$ cat src/logic/cpuPkg.sv
`default_nettype none

package cpuPkg;

    localparam int WORD_W = 16; // Instruction word
    localparam int STATE_W = 6;
    localparam int FLAG_W = 4;
    localparam int SEL_W = 4; // ALU function, ALU input and write data selects
    localparam int ADDR_SEL_W = 2;
    localparam int DEST_W = 3; // Source or destination field

    localparam logic [STATE_W-1:0] ST_START = 6'b000000;
    localparam logic [STATE_W-1:0] ST_FETCH = 6'b000001;
    localparam logic [STATE_W-1:0] ST_ATYPE = 6'b000010;
    localparam logic [STATE_W-1:0] ST_ITYPE = 6'b000011;
    localparam logic [STATE_W-1:0] ST_JTYPE = 6'b000100;
    localparam logic [STATE_W-1:0] ST_SITYPE = 6'b000101;
    localparam logic [STATE_W-1:0] ST_JFG = 6'b000110; // Taken JFS/JFC
    localparam logic [STATE_W-1:0] ST_PUSH1 = 6'b001000;
    localparam logic [STATE_W-1:0] ST_PUSH2 = 6'b001001;
    localparam logic [STATE_W-1:0] ST_POP1 = 6'b001010;
    localparam logic [STATE_W-1:0] ST_POP2 = 6'b001011;
    localparam logic [STATE_W-1:0] ST_RIMMED = 6'b010100; // Source read states
    localparam logic [STATE_W-1:0] ST_RADDRESS = 6'b010101;
    localparam logic [STATE_W-1:0] ST_HALT = 6'b111111; // CPU stopped

    localparam logic [DEST_W-1:0] DEST_0 = 3'b000; // SP, I-type only
    localparam logic [DEST_W-1:0] DEST_A = 3'b001;
    localparam logic [DEST_W-1:0] DEST_B = 3'b010;
    localparam logic [DEST_W-1:0] DEST_C = 3'b011;
    localparam logic [DEST_W-1:0] DEST_ABS = 3'b101; // Not supported
    localparam logic [DEST_W-1:0] DEST_ADR = 3'b110; // Memory at (A)
    localparam logic [DEST_W-1:0] DEST_ABSI = 3'b111; // Not supported

    localparam logic [DEST_W-1:0] SRC_IMM = 3'b100; // Source modes with a memory read
    localparam logic [DEST_W-1:0] SRC_ADR = 3'b110;

    localparam logic [3:0] OP_ATYPE = 4'b0000; // Top opcode bits
    localparam logic [1:0] OP_ITYPE = 2'b01;
    localparam logic [3:0] OP_SITYPE = 4'b0001;
    localparam logic [3:0] OP_FTYPE = 4'b0010;
    localparam logic [3:0] OP_SPTYPE = 4'b0011;
    localparam logic [1:0] SP_PUSH = 2'b00;
    localparam logic [1:0] SP_POP = 2'b01;

    localparam logic [SEL_W-1:0] ALU1_FROM_A = 4'd1; // 0 gives zero
    localparam logic [SEL_W-1:0] ALU1_FROM_B = 4'd2;
    localparam logic [SEL_W-1:0] ALU1_FROM_C = 4'd3;
    localparam logic [SEL_W-1:0] ALU1_FROM_PC = 4'd4;
    localparam logic [SEL_W-1:0] ALU1_FROM_SP = 4'd5;
    localparam logic [SEL_W-1:0] ALU1_FROM_MEM = 4'd6;

    localparam logic [SEL_W-1:0] ALU2_FROM_0 = 4'd0;
    localparam logic [SEL_W-1:0] ALU2_FROM_1 = 4'd4;
    localparam logic [SEL_W-1:0] ALU2_FROM_OP = 4'd5; // Immediate from instruction
    localparam logic [SEL_W-1:0] ALU2_FROM_ADDR = 4'd6; // Jump address

    localparam logic [ADDR_SEL_W-1:0] READ_FROM_PC = 2'd0;
    localparam logic [ADDR_SEL_W-1:0] READ_FROM_A = 2'd1;
    localparam logic [ADDR_SEL_W-1:0] READ_FROM_SP = 2'd2;
    localparam logic [ADDR_SEL_W-1:0] READ_FROM_ALU = 2'd3;

    localparam logic [SEL_W-1:0] WRITE_FROM_ALU = 4'd1;

    localparam logic [SEL_W-1:0] ALU_ADD = 4'd0;
    localparam logic [SEL_W-1:0] ALU_SUB = 4'd2;
    localparam logic [SEL_W-1:0] ALU_MUL = 4'd4;
    localparam logic [SEL_W-1:0] ALU_JUMP = 4'd6;

    typedef union packed {
        struct packed {
            logic [3:0] op;
            logic [DEST_W-1:0] src; // Bits 11..9 in every type
            logic [SEL_W-1:0] func;
            logic [1:0] srcB;
            logic [DEST_W-1:0] dest;
        } aType;
        struct packed {
            logic [1:0] op;
            logic [1:0] func;
            logic [DEST_W-1:0] srcDest; // Source and destination
            logic wide;
            logic [7:0] imm;
        } iType;
        struct packed {
            logic [3:0] op;
            logic [DEST_W-1:0] src;
            logic [1:0] func;
            logic [DEST_W-1:0] dest;
            logic [3:0] imm;
        } siType;
        struct packed {
            logic [3:0] op;
            logic flagOp; // FLS/FLC when set, else JFS/JFC
            logic value;
            logic [1:0] flagSel;
            logic [7:0] offset;
        } fType;
        struct packed {
            logic [3:0] op;
            logic [DEST_W-1:0] src;
            logic [1:0] spOp;
            logic [6:0] rsvd;
        } spType;
    } opcodeU;

endpackage

`default_nettype wire

$ cat src/logic/decodeBus.sv
`timescale 1ns/1ps
`default_nettype none

interface decodeBus;

    cpuPkg::opcodeU instr; // Current instruction word
    logic [cpuPkg::STATE_W-1:0] mainState; // State after fetch and source read
    logic isFlagOp; // FLS/FLC
    logic [cpuPkg::DEST_W-1:0] srcMode; // Source mode, zero when nothing is read
    logic [cpuPkg::DEST_W-1:0] destField;

    modport producer (
        output instr,
        output mainState,
        output isFlagOp,
        output srcMode,
        output destField
    );

    modport consumer (
        input instr,
        input mainState,
        input isFlagOp,
        input srcMode,
        input destField
    );

endinterface

`default_nettype wire

$ cat src/logic/instrDecoder.sv
`timescale 1ns/1ps
`default_nettype none

module instrDecoder (
    decodeBus.producer bus,
    input wire cpuPkg::opcodeU opcode,
    input wire [cpuPkg::FLAG_W-1:0] flags
);

    logic condTrue;
    logic writesDest;
    logic [cpuPkg::DEST_W-1:0] src;

    assign src = opcode.aType.src; // Same bits in all types
    assign condTrue = flags[opcode.fType.flagSel] == opcode.fType.value;
    assign bus.instr = opcode;

    always_comb begin
        bus.mainState = cpuPkg::ST_HALT;
        bus.isFlagOp = 1'b0;
        bus.srcMode = src;
        bus.destField = src;
        writesDest = 1'b0;
        if (opcode.aType.op == cpuPkg::OP_ATYPE) begin
            bus.mainState = cpuPkg::ST_ATYPE;
            bus.destField = opcode.aType.dest;
            writesDest = 1'b1;
        end else if (opcode.iType.op == cpuPkg::OP_ITYPE) begin
            bus.mainState = cpuPkg::ST_ITYPE;
            writesDest = 1'b1;
            if (opcode.iType.wide && opcode.iType.func == 2'b11) begin
                bus.srcMode = '0; // Load form, field is only a destination
            end
        end else if (opcode.aType.op[3]) begin
            bus.mainState = cpuPkg::ST_JTYPE;
            bus.srcMode = '0;
        end else if (opcode.aType.op == cpuPkg::OP_SITYPE) begin
            bus.mainState = cpuPkg::ST_SITYPE;
            bus.destField = opcode.siType.dest;
            writesDest = 1'b1;
        end else if (opcode.aType.op == cpuPkg::OP_FTYPE) begin
            bus.srcMode = '0;
            if (opcode.fType.flagOp) begin
                bus.isFlagOp = 1'b1; // Done during the next fetch
                bus.mainState = cpuPkg::ST_FETCH;
            end else begin
                bus.mainState = condTrue ? cpuPkg::ST_JFG : cpuPkg::ST_FETCH;
            end
        end else if (opcode.aType.op == cpuPkg::OP_SPTYPE) begin
            case (opcode.spType.spOp)
                cpuPkg::SP_PUSH: bus.mainState = cpuPkg::ST_PUSH1;
                cpuPkg::SP_POP: begin
                    bus.mainState = cpuPkg::ST_POP1;
                    bus.srcMode = '0;
                    writesDest = 1'b1;
                end
                default: bus.mainState = cpuPkg::ST_HALT; // SVPC and RET
            endcase
        end

        // Absolute and stack-indexed modes stop the CPU
        if (bus.srcMode[2] && bus.srcMode[0]) begin
            bus.mainState = cpuPkg::ST_HALT;
        end
        if (writesDest && (bus.destField == cpuPkg::DEST_ABS
                || bus.destField == cpuPkg::DEST_ABSI)) begin
            bus.mainState = cpuPkg::ST_HALT;
        end
        if (bus.mainState == cpuPkg::ST_HALT) begin
            bus.srcMode = '0; // No read detour on the way to halt
        end
    end

endmodule

`default_nettype wire

$ cat src/logic/stateSequencer.sv
`timescale 1ns/1ps
`default_nettype none

module stateSequencer (
    input wire clk,
    input wire rst,
    input wire stall,
    decodeBus.consumer bus,
    output logic [cpuPkg::STATE_W-1:0] state
);

    logic [cpuPkg::STATE_W-1:0] stateNext;

    always_ff @(posedge clk or posedge rst) begin
        if (rst) begin
            state <= cpuPkg::ST_START;
        end else if (!stall) begin
            state <= stateNext; // Stall holds the state
        end
    end

    always_comb begin
        case (state)
            cpuPkg::ST_START: stateNext = cpuPkg::ST_FETCH;
            cpuPkg::ST_FETCH: begin
                if (bus.srcMode == cpuPkg::SRC_IMM) begin
                    stateNext = cpuPkg::ST_RIMMED; // Operand follows the opcode
                end else if (bus.srcMode == cpuPkg::SRC_ADR) begin
                    stateNext = cpuPkg::ST_RADDRESS; // Operand at (A)
                end else begin
                    stateNext = bus.mainState;
                end
            end
            cpuPkg::ST_RIMMED, cpuPkg::ST_RADDRESS: stateNext = bus.mainState;
            cpuPkg::ST_ATYPE, cpuPkg::ST_ITYPE, cpuPkg::ST_SITYPE, cpuPkg::ST_JTYPE,
            cpuPkg::ST_JFG, cpuPkg::ST_PUSH2, cpuPkg::ST_POP2: begin
                stateNext = cpuPkg::ST_FETCH;
            end
            cpuPkg::ST_PUSH1: stateNext = cpuPkg::ST_PUSH2;
            cpuPkg::ST_POP1: stateNext = cpuPkg::ST_POP2;
            default: stateNext = cpuPkg::ST_HALT; // Halt and unknown codes
        endcase
    end

endmodule

`default_nettype wire

$ cat src/logic/destDecode.sv
`timescale 1ns/1ps
`default_nettype none

module destDecode (
    input wire writeBack,
    input wire [cpuPkg::DEST_W-1:0] dest,
    input wire allowSp,
    output logic enA,
    output logic enB,
    output logic enC,
    output logic enSP,
    output logic memWrite,
    output logic addrFromA
);

    always_comb begin
        enA = 1'b0;
        enB = 1'b0;
        enC = 1'b0;
        enSP = 1'b0;
        memWrite = 1'b0;
        addrFromA = 1'b0;
        if (writeBack) begin
            case (dest)
                cpuPkg::DEST_0: enSP = allowSp; // Other types discard the result
                cpuPkg::DEST_A: enA = 1'b1;
                cpuPkg::DEST_B: enB = 1'b1;
                cpuPkg::DEST_C: enC = 1'b1;
                cpuPkg::DEST_ADR: begin
                    memWrite = 1'b1; // Result to (A)
                    addrFromA = 1'b1;
                end
                default: begin
                end
            endcase
        end
    end

endmodule

`default_nettype wire

$ cat src/logic/controlGen.sv
`timescale 1ns/1ps
`default_nettype none

module controlGen (
    input wire [cpuPkg::STATE_W-1:0] state,
    decodeBus.consumer bus,
    input wire [cpuPkg::FLAG_W-1:0] flags,
    output logic [cpuPkg::ADDR_SEL_W-1:0] memAddr,
    output logic enPC,
    output logic saveOpcode,
    output logic saveMem1,
    output logic [cpuPkg::SEL_W-1:0] aluFunc,
    output logic [cpuPkg::SEL_W-1:0] aluA,
    output logic [cpuPkg::SEL_W-1:0] aluB,
    output logic enA,
    output logic enB,
    output logic enC,
    output logic we,
    output logic re,
    output logic [cpuPkg::SEL_W-1:0] writeDataSource,
    output logic enF,
    output logic sourceF,
    output logic [cpuPkg::FLAG_W-1:0] inF,
    output logic enSP,
    output logic readStack,
    output logic isMul
);

    logic [cpuPkg::ADDR_SEL_W-1:0] baseAddr;
    logic baseWe;
    logic baseEnA;
    logic baseEnSP;
    logic writeBack;
    logic allowSp;
    logic destEnA;
    logic destEnSP;
    logic memWrite;
    logic addrFromA;
    logic [cpuPkg::DEST_W-1:0] src;
    logic [cpuPkg::SEL_W-1:0] srcSel;
    logic [cpuPkg::FLAG_W-1:0] flagBit;

    assign src = bus.instr.aType.src;
    assign srcSel = src[2] ? cpuPkg::ALU1_FROM_MEM : {{(cpuPkg::SEL_W-2){1'b0}}, src[1:0]};
    assign flagBit = {{(cpuPkg::FLAG_W-1){1'b0}}, 1'b1} << bus.instr.fType.flagSel;

    destDecode destDec (
        .writeBack(writeBack),
        .dest(bus.destField),
        .allowSp(allowSp),
        .enA(destEnA),
        .enB(enB),
        .enC(enC),
        .enSP(destEnSP),
        .memWrite(memWrite),
        .addrFromA(addrFromA)
    );

    // Merge destination decode with per-state controls
    assign enA = baseEnA | destEnA;
    assign enSP = baseEnSP | destEnSP;
    assign we = baseWe | memWrite;
    assign memAddr = addrFromA ? cpuPkg::READ_FROM_A : baseAddr;
    assign writeDataSource = we ? cpuPkg::WRITE_FROM_ALU : '0;

    always_comb begin
        baseAddr = cpuPkg::READ_FROM_PC;
        enPC = 1'b0;
        saveOpcode = 1'b0;
        saveMem1 = 1'b0;
        aluFunc = cpuPkg::ALU_ADD;
        aluA = '0;
        aluB = cpuPkg::ALU2_FROM_0;
        baseEnA = 1'b0;
        baseWe = 1'b0;
        re = 1'b0;
        enF = 1'b0;
        sourceF = 1'b0;
        inF = '0;
        baseEnSP = 1'b0;
        readStack = 1'b0;
        isMul = 1'b0;
        writeBack = 1'b0;
        allowSp = 1'b0;
        case (state)
            cpuPkg::ST_FETCH: begin
                re = 1'b1; // Opcode from (PC)
                saveOpcode = 1'b1;
                aluA = cpuPkg::ALU1_FROM_PC; // PC + 1
                aluB = cpuPkg::ALU2_FROM_1;
                enPC = 1'b1;
                if (bus.isFlagOp) begin
                    enF = 1'b1;
                    sourceF = 1'b1; // Flags from inF
                    inF = bus.instr.fType.value ? (flags | flagBit) : (flags & ~flagBit);
                end
            end
            cpuPkg::ST_ATYPE: begin
                aluA = srcSel;
                aluB = {2'b00, bus.instr.aType.srcB};
                aluFunc = bus.instr.aType.func;
                enF = 1'b1;
                writeBack = 1'b1;
                if (bus.instr.aType.func == cpuPkg::ALU_MUL) begin
                    isMul = 1'b1; // High half goes to A
                    baseEnA = 1'b1;
                end
            end
            cpuPkg::ST_ITYPE: begin
                aluA = (src == cpuPkg::DEST_0) ? cpuPkg::ALU1_FROM_SP : srcSel;
                aluB = cpuPkg::ALU2_FROM_OP;
                aluFunc = {bus.instr.iType.wide, bus.instr.iType.wide, bus.instr.iType.func};
                enF = 1'b1;
                writeBack = 1'b1;
                allowSp = 1'b1;
            end
            cpuPkg::ST_SITYPE: begin
                aluA = srcSel;
                aluB = cpuPkg::ALU2_FROM_OP;
                aluFunc = {2'b10, bus.instr.siType.func}; // Shift group
                enF = 1'b1;
                writeBack = 1'b1;
            end
            cpuPkg::ST_JTYPE: begin
                aluA = cpuPkg::ALU1_FROM_PC;
                aluB = cpuPkg::ALU2_FROM_ADDR;
                aluFunc = cpuPkg::ALU_JUMP;
                enPC = 1'b1;
            end
            cpuPkg::ST_JFG: begin
                aluA = cpuPkg::ALU1_FROM_PC; // PC + offset
                aluB = cpuPkg::ALU2_FROM_OP;
                enPC = 1'b1;
            end
            cpuPkg::ST_PUSH1: begin
                aluA = srcSel; // Source + 0
                baseWe = 1'b1;
                readStack = 1'b1;
                baseAddr = cpuPkg::READ_FROM_SP;
            end
            cpuPkg::ST_PUSH2: begin
                aluA = cpuPkg::ALU1_FROM_SP; // SP - 1
                aluB = cpuPkg::ALU2_FROM_1;
                aluFunc = cpuPkg::ALU_SUB;
                baseEnSP = 1'b1;
            end
            cpuPkg::ST_POP1: begin
                aluA = cpuPkg::ALU1_FROM_SP; // SP + 1
                aluB = cpuPkg::ALU2_FROM_1;
                baseEnSP = 1'b1;
                baseAddr = cpuPkg::READ_FROM_ALU;
                readStack = 1'b1;
                saveMem1 = 1'b1;
                re = 1'b1;
            end
            cpuPkg::ST_POP2: begin
                aluA = cpuPkg::ALU1_FROM_MEM; // Popped value + 0
                writeBack = 1'b1;
            end
            cpuPkg::ST_RIMMED: begin
                saveMem1 = 1'b1; // Operand from (PC)
                re = 1'b1;
                aluA = cpuPkg::ALU1_FROM_PC;
                aluB = cpuPkg::ALU2_FROM_1;
                enPC = 1'b1;
            end
            cpuPkg::ST_RADDRESS: begin
                baseAddr = cpuPkg::READ_FROM_A;
                saveMem1 = 1'b1;
                re = 1'b1;
            end
            default: begin
            end
        endcase
    end

endmodule

`default_nettype wire

$ cat src/logic/cpuController.sv
`timescale 1ns/1ps
`default_nettype none

module cpuController (
    input wire clk,
    input wire rst,
    input wire [cpuPkg::WORD_W-1:0] opcode, // Instruction register
    input wire [cpuPkg::FLAG_W-1:0] flags,
    input wire stall,
    output logic [cpuPkg::ADDR_SEL_W-1:0] memAddr,
    output logic enPC,
    output logic saveOpcode,
    output logic saveMem1,
    output logic [cpuPkg::SEL_W-1:0] aluFunc,
    output logic [cpuPkg::SEL_W-1:0] aluA,
    output logic [cpuPkg::SEL_W-1:0] aluB,
    output logic enA,
    output logic enB,
    output logic enC,
    output logic we,
    output logic re,
    output logic [cpuPkg::SEL_W-1:0] writeDataSource,
    output logic enF,
    output logic sourceF,
    output logic [cpuPkg::FLAG_W-1:0] inF,
    output logic enSP,
    output logic readStack,
    output logic isMul,
    output logic [cpuPkg::STATE_W-1:0] state // Debug view
);

    cpuPkg::opcodeU opcodeWord;

    assign opcodeWord = opcode;

    decodeBus decBus ();

    instrDecoder decoder (
        .bus(decBus.producer),
        .opcode(opcodeWord),
        .flags(flags)
    );

    stateSequencer sequencer (
        .clk(clk),
        .rst(rst),
        .stall(stall),
        .bus(decBus.consumer),
        .state(state)
    );

    controlGen ctrl (
        .state(state),
        .bus(decBus.consumer),
        .flags(flags),
        .memAddr(memAddr),
        .enPC(enPC),
        .saveOpcode(saveOpcode),
        .saveMem1(saveMem1),
        .aluFunc(aluFunc),
        .aluA(aluA),
        .aluB(aluB),
        .enA(enA),
        .enB(enB),
        .enC(enC),
        .we(we),
        .re(re),
        .writeDataSource(writeDataSource),
        .enF(enF),
        .sourceF(sourceF),
        .inF(inF),
        .enSP(enSP),
        .readStack(readStack),
        .isMul(isMul)
    );

endmodule

`default_nettype wire

$ cat config.mk
export PLATFORM = sky130hd
export DESIGN_NAME = cpuController
export DESIGN_NICKNAME = d
export VERILOG_FILES = /design/src/logic/cpuPkg.sv /design/src/logic/decodeBus.sv /design/src/logic/instrDecoder.sv /design/src/logic/stateSequencer.sv /design/src/logic/destDecode.sv /design/src/logic/controlGen.sv /design/src/logic/cpuController.sv
export SDC_FILE = /design/constraint.sdc
export NUM_CORES = 1
export LEC_CHECK = 0
export ABC_AREA = 1
export CAP_MARGIN = 30
export CORE_MARGIN = 1.5
export CORE_UTILIZATION = 40
export CTS_CLUSTER_SIZE = 10
export DETAILED_ROUTE_END_ITERATION = 8
export DONT_BUFFER_PORTS = 1
export SLEW_MARGIN = 30
export SYNTH_ARGS = -nofsm -noshare
export SYNTH_HDL_FRONTEND = slang
export SYNTH_SLANG_ARGS = --single-unit
$ cat constraint.sdc
create_clock -name clk -period 1.5 [get_ports clk]
set_input_delay 0.075 -clock clk [delete_from_list [all_inputs] [get_ports clk]]
set_output_delay 0.075 -clock clk [all_outputs]
set_load 0.005 [all_outputs]
==> results of run 1 <==
area by class of cell:
| type | count | area (um^2) | area share, % |
|---|---|---|---|
| inverters | 47 | 186.4 | 9.025 |
| repair buffers | 43 | 372.9 | 18.05 |
| multi-input cells | 186 | 1275 | 61.72 |
| clock buffers | 3 | 22.52 | 1.090 |
| well taps | 46 | 57.56 | 2.786 |
| flip-flops and latches | 6 | 151.4 | 7.329 |
power by group through the flow:
stage / combinational (mW) / clock (mW) / sequential, mW
3_3_place_gp: 0.154 / 0 / 0.165
3_5_place_dp: 0.157 / 0 / 0.165
4_1_cts: 0.174 / 0.164 / 0.162
6_report: 0.179 / 0.157 / 0.162
5_1_grt: 0.203 / 0.166 / 0.162
2_1_floorplan: 0.157 / 0 / 0.165
cell families (layout without fill, tap and decap cells):
logic type	Yosys count	in the layout	synth area share [%]
flip-flops	6	6	10.78
AO/OA/AOI/OAI	35	35	15.72
other	1	5	0.2693
buffers and inverters	57	93	17.88
AND/OR/NAND/NOR	146	146	55.35
layer usage:
metal	up-vias	wire [um]	GRT usage, %
met5	-	0	0
met4	0	31	3.343
met3	5	300	4.141
met2	63	2365	42.41
met1	785	2042	32.58
li1	871	-	-
what timing repair did:
item                                    4_1_cts  5_1_grt
gates resized for setup                      75       12
endpoints found under the hold margin         9        0
pin swaps                                    22       12
buffers inserted                              6        3
endpoints found under the setup margin       34       36
hold buffers                                  2        0
cells in the final DEF, fill, tap and decap left out, types with 2 or more instances in the layout:
| cell type | n |
|---|---|
| nor3_4 | 3 |
| dlygate4sd3_1 | 2 |
| buf_4 | 29 |
| a22oi_1 | 2 |
| a21oi_4 | 2 |
| buf_6 | 12 |
| dfrtp_1 | 5 |
| nand3_4 | 2 |
| nand2_4 | 8 |
| nand3_1 | 22 |
| nor2_4 | 9 |
| conb_1 | 5 |
| nand3_2 | 4 |
| inv_2 | 16 |
| inv_1 | 26 |
| inv_4 | 4 |
| nand4_1 | 9 |
| nor2_2 | 8 |
| o21ai_0 | 6 |
| a21oi_1 | 3 |
| nand2_1 | 46 |
| clkbuf_4 | 3 |
| nor2_1 | 11 |
| o221ai_2 | 2 |
| a21oi_2 | 10 |
| nand2_2 | 20 |
path summary, 6_finish.rpt:
path | from | to | cells after the start
min in group asynchronous | rst | sequencer.state[3] | 2
max | sequencer.state[4] | memAddr[0] | 8
max reg2reg | sequencer.state[4] | sequencer.state[4] | 11
min reg2reg | sequencer.state[5] | sequencer.state[5] | 3
max in group asynchronous | rst | sequencer.state[2] | 2
min | stall | sequencer.state[1] | 3
critical path, cell delays in order, from the launching register on:
cell	delay (ps)
dfrtp_1	390
inv_2	80
nand2_4	60
nor3_4	280
nand2_2	140
nand4_4	130
buf_6	120
nand4_1	130
nand3_1	130
==> results.py, run 1 <==
metrics = {
    "status": {
        "status": "complete, but fails checks",
        "violations": "negative setup slack",
    },
    "logic_synthesis": {
        "ys_types": 35,
        "netlist_area_um2": 1393,
        "synth_top_area_share_pct": 15.09,
        "ys_seq_area_share_pct": 10.78,
        "yosysWarnings": 0,
        "synth_edf_count": 0,
        "avgSynthCellArea_um2": 5.684,
        "synth.most_common_cell": "nand2_1",
        "ys_top_cells_by_count": "nand2_1, inv_1, nand3_1",
        "synth_area_leaders": "nand2_1, dfrtp_1, inv_1, nand3_1, nand2_2",
        "ys_ff_latch": 6,
        "synthCells": 245,
        "synth_top_area_cell": "nand2_1",
        "synthArstFlopShare_pct": 100.0,
        "synth-main-ff-cell": "dfrtp_1",
    },
    "final_layout": {
        "antenna_cells": 0,
        "finalNetCount": 310,
        "largest_reg_flops": 6,
        "fillers": 326,
        "finish.instance_area_um2": 2066,
        "drive_above_1_share_pct": 50.53,
        "area_delta_synth_final_pct": 48.34,
        "reg_top3": "sequencer.state (6)",
        "fin_util_pct": 61.90,
        "fin_cells": 331,
        "top_register": "sequencer.state",
    },
    "global_route": {
        "grt_pass1_wl_um": 7107,
        "grt_max_degree": 11,
        "antenna_found_initial": 0,
        "gr-usage-all-layers_pct": 24.50,
        "overflow": 0,
        "grt_pass1_vias": 1626,
    },
    "pwr": {
        "p_int_mw": 0.3077,
        "vdd_drop_max_mv": 0.3341,
        "sw_frac_of_total_pct": 38.19,
        "seq_power_share_pct": 32.6,
        "p_leak_nw": 1.077,
        "power_density_nw_per_um2": 241.0,
        "clockPowerShare_pct": 31.5,
        "power_frac_comb_pct": 35.9,
        "power_mw": 0.4978,
        "power.switching_mw": 0.1901,
    },
    "timing": {
        "fin_crit_ps": 1784,
        "fmax_ghz": 0.5605,
        "final-setup-viol-count": 36,
        "finalHoldViolations": 0,
        "finalSetupTns_ps": -6824,
        "maxSlewHeadroom_pct": 66.42,
        "min_period_over_period_pct": 118.9,
        "maxSlewViolCount": 0,
        "rsz0062_at_grt": "yes",
        "whs_ps": 137.0,
        "clock_skew_ps": 11.17,
        "worst_pin_slew_ps": 498.4,
        "setup_ws_ps": -284.1,
    },
    "route": {
        "ant_nets": 0,
        "wl_per_cell_um": 14.32,
        "first_pass_iters": 4,
        "route.detailed.drc": 0,
        "num_vias": 1724,
        "wirelength_um": 4739,
        "viasPerCell": 5.208,
        "initialDrtViolationCount": 103,
    },
    "floorplanning": {
        "rows": 21,
        "core_um2": 3337,
        "dieHeight_um": 62.01,
        "start_util_pct": 41.73,
        "pin_count": 64,
        "die_x_um": 62.01,
        "die_area_um2": 3845,
    },
    "run": {
        "maxCapViolations": 0,
    },
    "place": {
        "gp_congestion": 0.8641,
        "dp_hpwl_um": 3583,
        "placed_cells": 317,
        "portBuffers": 0,
        "place_worst_setup_slack_ps": -114.2,
        "dpl_cell_area_um2": 1643,
    },
    "cts": {
        "clk_pin_slew_worst_paths_ps": 40,
        "cts_root_buf": "clkbuf_4",
        "cts_buffers": 3,
        "h-tree-depth": 1,
        "cts_tree": "built",
        "cts.sinks": 6,
        "insertion_delay_ps": 260,
        "cts_buffer_depth": 2,
    },
    "setup_path": {
        "arrival_ps": 1710,
        "end_kind": "output pin",
        "r2r_slack_ps": -250,
        "worstPathMaxFanout": 4,
        "required_ps": 1420,
        "crit_type": "reg2out",
        "worstSetupStartpointType": "flip-flop",
    },
    "min_path": {
        "hp-class": "in2reg",
    },
}
Power figures use the tool's default switching activity.
==> run 2, diff against run 1 <==
--- a/config.mk
+++ b/config.mk
@@ -8,10 +8,12 @@
 export ABC_AREA = 1
 export CAP_MARGIN = 30
 export CORE_MARGIN = 1.5
-export CORE_UTILIZATION = 40
+export CORE_UTILIZATION = 65
+export CTS_CLUSTER_DIAMETER = 80
 export CTS_CLUSTER_SIZE = 10
 export DETAILED_ROUTE_END_ITERATION = 8
 export DONT_BUFFER_PORTS = 1
+export PLACE_DENSITY = 0.81
 export SLEW_MARGIN = 30
 export SYNTH_ARGS = -nofsm -noshare
 export SYNTH_HDL_FRONTEND = slang
==> constraint.sdc (replaced) <==
create_clock -name clk -period 2.2 [get_ports clk]
set_input_delay 0.11 -clock clk [delete_from_list [all_inputs] [get_ports clk]]
set_output_delay 0.11 -clock clk [all_outputs]
set_load 0.005 [all_outputs]
==> run 2 against run 1 <==
Compared with the run above: the run now ends clean; cell count is 18% lower; register-to-register slack gained 690 ps; die area decreased by 37%; global-route usage up 6.4 points.
==> results.py, run 2 (synthesis results as in run 1) <==
metrics = {
    "floorplanning": {
        "die_area_um2": 2429,
        "dieHeight_um": 49.29,
        "die_x_um": 49.29,
        "rows": 16,
        "pin_count": 64,
        "start_util_pct": 70.27,
        "core_um2": 1982,
    },
    "place": {
        "dp_hpwl_um": 3126,
        "portBuffers": 0,
        "gp_congestion": 0.9325,
        "place_worst_setup_slack_ps": 494.5,
        "dpl_cell_area_um2": 1371,
    },
    "setup_path": {
        "crit_type": "reg2out",
        "worstPathMaxFanout": 5,
        "required_ps": 2090,
        "crit_path_max_incr_delay_ps": 440,
        "cp_slowest_cell": "dfrtp_1",
        "end_kind": "output pin",
        "crit_family": "simple AND/OR/NAND/NOR gates",
        "arrival_ps": 1810,
        "crit_chain": "inv_2 > nand2_1 > nor2_1 > nand2_2 > nand2_1 > nor2_1 > o31ai_1",
        "path_buf_inv": 1,
        "worstSetupStartpointType": "flip-flop",
    },
    "timing": {
        "rsz0062_at_grt": "no",
        "final-setup-viol-count": 0,
        "setup_ws_ps": 280.8,
        "finalSetupTns_ps": 0,
        "clock_skew_ps": 7.303,
        "finalHoldViolations": 0,
        "fin_crit_ps": 1919,
        "maxSlewViolCount": 0,
        "min_period_over_period_pct": 87.24,
        "fmax_ghz": 0.5210,
    },
    "cts": {
        "h-tree-depth": 1,
        "cts_buffer_depth": 2,
        "cts_root_buf": "clkbuf_4",
        "cts.sinks": 6,
        "insertion_delay_ps": 250,
        "cts_hold_buf": 2,
        "cts_resized": 0,
        "cts_buffers": 3,
        "post_cts.repair.setup_buffers": 0,
        "cts_tree": "built",
        "clk_pin_slew_worst_paths_ps": 50,
    },
    "global_route": {
        "grt_pass1_vias": 1320,
        "gr-usage-all-layers_pct": 30.86,
        "overflow": 0,
        "grt_pass1_wl_um": 6023,
        "antenna_found_initial": 0,
        "grt_max_degree": 11,
    },
    "route": {
        "first_pass_iters": 5,
        "ant_nets": 0,
        "wl_per_cell_um": 14.18,
        "viasPerCell": 5.753,
        "route.detailed.drc": 0,
        "num_vias": 1559,
        "initialDrtViolationCount": 83,
        "wirelength_um": 3842,
    },
    "run": {
        "maxCapViolations": 0,
    },
    "final_layout": {
        "final_common_cell": "nand2_1",
        "top_register": "sequencer.state",
        "largest_reg_flops": 6,
        "drive_above_1_share_pct": 21.72,
        "antenna_cells": 0,
        "area_delta_synth_final_pct": 1.528,
        "reg_top3": "sequencer.state (6)",
        "finalNetCount": 269,
        "finish.instance_area_um2": 1414,
        "fin_util_pct": 71.34,
        "final_cell_mix": "nand2_1, inv_1, nand3_1",
    },
    "pwr": {
        "vdd_drop_max_mv": 0.3398,
        "power_density_nw_per_um2": 230.4,
        "power_mw": 0.3257,
        "p_leak_nw": 0.7987,
    },
    "status": {
        "status": "complete, no violations",
    },
    "min_path": {
        "hp-class": "in2reg",
    },
}
run 2: changes by cell type in the layout (fill, tap and decap cells not counted), moves of 3 or more:
cell     change
nand2_4      -6
nand2_2      -4
nand2_1     +10
inv_2        -5
nor2_1      +12
inv_1        +8
inv_4        -3
a21oi_1      +8
buf_4       -29
buf_6       -12
nor2_4       -8
o21ai_0      +3
a21oi_2      -6
nor2_2       -4
run 2: path summary, 6_finish.rpt:
| check | slack [ps] | depth (start not counted) | endpoint | from |
|---|---|---|---|---|
| worst max-delay path | 280 | 7 | aluA[0] | sequencer.state[3] |
| worst min-delay path | 140 | 3 | sequencer.state[1] | stall |
| worst max register to register | 440 | 8 | sequencer.state[3] | sequencer.state[0] |
| worst min register to register | 610 | 2 | sequencer.state[5] | sequencer.state[5] |
| max in group asynchronous | 1790 | 2 | sequencer.state[4] | rst |
| min in group asynchronous | 210 | 2 | sequencer.state[2] | rst |
run 2: worst register-to-register path: stages, from the launching register on:
cell and delay (ps):
dfrtp_1 560, nor2_1 180, nand2_2 190, nand4_2 170
nor2_2 150, nand2_2 60, nand2_2 100, nor2_1 70
a22oi_1 210
run 2: cell type report:
class	count	area, um^2
Clock buffer	3	22.52
Sequential cell	6	150.1
Timing Repair Buffer	2	20.02
Fill cell	183	568.0
Inverter	47	178.9
Tap cell	27	33.78
Multi-Input combinational cell	186	1008
run 2: metal layers:
metal  GRT usage [%]  part of all wire (%)
met1           42.83                    44
met2           50.68                    46
met3           5.828                   9.6
met4           3.810                  0.34
met5               0                     0
run 2: where the power goes:
| part | internal (mW) | switching (mW) |
|---|---|---|
| clock | 0.0619 | 0.0428 |
| combinational | 0.0365 | 0.0737 |
| sequential | 0.111 | 0.000000000000000348 |
run 2: metrics by stage:
stage               hold slack [ps]  instances
floorplan                    -99.04        249
global placement             -81.60        266
detailed placement           -72.52        266
CTS                           141.4        271
global route                  165.8        271
finish                        140.5        271
==> run 3, diff against run 2 <==
--- a/config.mk
+++ b/config.mk
@@ -6,14 +6,14 @@
 export NUM_CORES = 1
 export LEC_CHECK = 0
 export ABC_AREA = 1
-export CAP_MARGIN = 30
+export CAP_MARGIN = 20
 export CORE_MARGIN = 1.5
-export CORE_UTILIZATION = 65
+export CORE_UTILIZATION = 64
 export CTS_CLUSTER_DIAMETER = 80
 export CTS_CLUSTER_SIZE = 10
 export DETAILED_ROUTE_END_ITERATION = 8
 export DONT_BUFFER_PORTS = 1
-export PLACE_DENSITY = 0.81
+export PLACE_DENSITY = 0.8
 export SLEW_MARGIN = 30
 export SYNTH_ARGS = -nofsm -noshare
 export SYNTH_HDL_FRONTEND = slang
==> constraint.sdc (replaced) <==
create_clock -name clk -period 2.15 [get_ports clk]
set_input_delay 0.1075 -clock clk [delete_from_list [all_inputs] [get_ports clk]]
set_output_delay 0.1075 -clock clk [all_outputs]
set_load 0.005 [all_outputs]
==> run 3 against run 2 <==
Compared with the run above: setup slack got worse by 52 ps; flip-flop and latch count did not move; cell count is the same.
==> results.py, run 3 (synthesis results as in run 1) <==
metrics = {
    "status": {
        "status": "complete, no violations",
    },
    "timing": {
        "setup_ws_ps": 228.3,
        "min_period_over_period_pct": 89.38,
        "clock_skew_ps": 6.004,
        "fmax_ghz": 0.5204,
        "final-setup-viol-count": 0,
        "finalHoldViolations": 0,
        "maxSlewViolCount": 0,
        "rsz0062_at_grt": "no",
        "finalSetupTns_ps": 0,
        "fin_crit_ps": 1922,
    },
    "cts": {
        "post_cts.repair.setup_buffers": 0,
        "cts.sinks": 6,
        "cts_buffer_depth": 2,
        "cts_buffers": 3,
        "insertion_delay_ps": 250,
        "cts_hold_buf": 2,
        "cts_root_buf": "clkbuf_4",
        "clk_pin_slew_worst_paths_ps": 50,
        "cts_tree": "built",
        "cts_resized": 0,
        "h-tree-depth": 1,
    },
    "floorplanning": {
        "pin_count": 64,
        "rows": 16,
        "start_util_pct": 69.56,
        "die_x_um": 49.65,
        "die_area_um2": 2465,
        "dieHeight_um": 49.65,
        "core_um2": 2002,
    },
    "setup_path": {
        "cp_slowest_cell": "dfrtp_1",
        "required_ps": 2040,
        "crit_path_max_incr_delay_ps": 400,
        "worstSetupStartpointType": "flip-flop",
        "arrival_ps": 1810,
        "cpMostUsedCell": "nand2_1",
        "timing.rr.start": "sequencer.state[4]",
        "r2r_cells": 12,
        "r2r_slack_ps": 380,
        "timing.rr.end": "sequencer.state[2]",
        "worstPathMaxFanout": 5,
        "crit_start": "sequencer.state[4]",
        "crit_type": "reg2out",
        "end_kind": "output pin",
        "crit_chain": "inv_2 > nand2_2 > nor3_4 > nand2_1 > nand2_1 > nor2_1 > o31ai_1",
        "crit_end": "aluA[0]",
    },
    "global_route": {
        "grt_pass1_vias": 1403,
        "grt_max_degree": 11,
        "grt_pass1_wl_um": 6251,
        "antenna_found_initial": 0,
        "overflow": 0,
        "gr-usage-all-layers_pct": 31.99,
    },
    "place": {
        "dpl_cell_area_um2": 1371,
        "dp_hpwl_um": 3197,
        "gp_congestion": 0.9345,
        "place_worst_setup_slack_ps": 413.8,
        "portBuffers": 0,
        "placed_cells": 266,
    },
    "final_layout": {
        "area_delta_synth_final_pct": 1.528,
        "fin_util_pct": 70.63,
        "reg_top3": "sequencer.state (6)",
        "fin_cells": 271,
        "drive_above_1_share_pct": 21.72,
        "top_register": "sequencer.state",
        "antenna_cells": 0,
        "final_cell_mix": "nand2_1, inv_1, nand3_1",
        "final_common_cell": "nand2_1",
        "finish.instance_area_um2": 1414,
        "finalNetCount": 269,
        "largest_reg_flops": 6,
    },
    "route": {
        "first_pass_iters": 4,
        "viasPerCell": 5.919,
        "num_vias": 1604,
        "wirelength_um": 3884,
        "wl_per_cell_um": 14.33,
        "ant_nets": 0,
        "route.detailed.drc": 0,
        "initialDrtViolationCount": 95,
    },
    "pwr": {
        "vdd_drop_max_mv": 0.4861,
        "power_density_nw_per_um2": 235.4,
        "p_leak_nw": 0.7987,
    },
    "min_path": {
        "hp-class": "in2reg",
    },
    "run": {
        "maxCapViolations": 0,
    },
}
-- run 3: cell counts in the layout (fill, tap and decap cells not counted) --
No cell type changed its count.
-- run 3: final cells by class --
cell class | count | area [um^2]
clock buffer | 3 | 22.52
sequential | 6 | 150.1
fill | 196 | 588.1
timing repair buffer | 2 | 20.02
inverter | 47 | 178.9
tap | 27 | 33.78
multi-input combinational | 186 | 1008
-- run 3: worst min path at each step --
| stage | from | to | slack, ps | depth (start not counted) |
|---|---|---|---|---|
| final | stall | sequencer.state[1] | 130 | 3 |
| after global routing | stall | sequencer.state[1] | 140 | 3 |
| after CTS | stall | sequencer.state[1] | 110 | 3 |
| after detailed placement | rst | sequencer.state[0] | -70 | 1 |
| after global placement | rst | sequencer.state[1] | -80 | 1 |
| after floorplan | rst | sequencer.state[0] | -100 | 1 |
-- run 3: critical path: cells and delay by family, from the launching register on --
family / cells / cell delay [ps]
AND/OR/NAND/NOR: 5 / 780
buffers and inverters: 1 / 100
flip-flops: 1 / 400
AO/OA/AOI/OAI: 1 / 300
-- run 3: metrics by stage --
stage          power [mW]  hold WS (ps)
2_1_floorplan      0.2248        -101.5
3_3_place_gp       0.2200        -83.38
3_5_place_dp       0.2234        -66.61
4_1_cts            0.3328         113.5
5_1_grt            0.3579         140.5
6_report           0.3329         127.5
-- run 3: metal layers --
layer	vias to the layer above	part of all wire (%)	track usage, %
li1	784	-	-
met1	716	42	44.63
met2	102	47	51.56
met3	2	11	6.364
met4	0	0.077	5.556
met5	-	0	0
-- run 3: report_power, final --
part | leakage, nW | internal [mW] | switching (mW) | total [mW]
logic | 0.732 | 0.0374 | 0.0754 | 0.113
clock network | 0.0138 | 0.0634 | 0.0435 | 0.107
registers | 0.0525 | 0.113 | 0.000000000000000346 | 0.113
total | 0.799 | 0.214 | 0.119 | 0.333
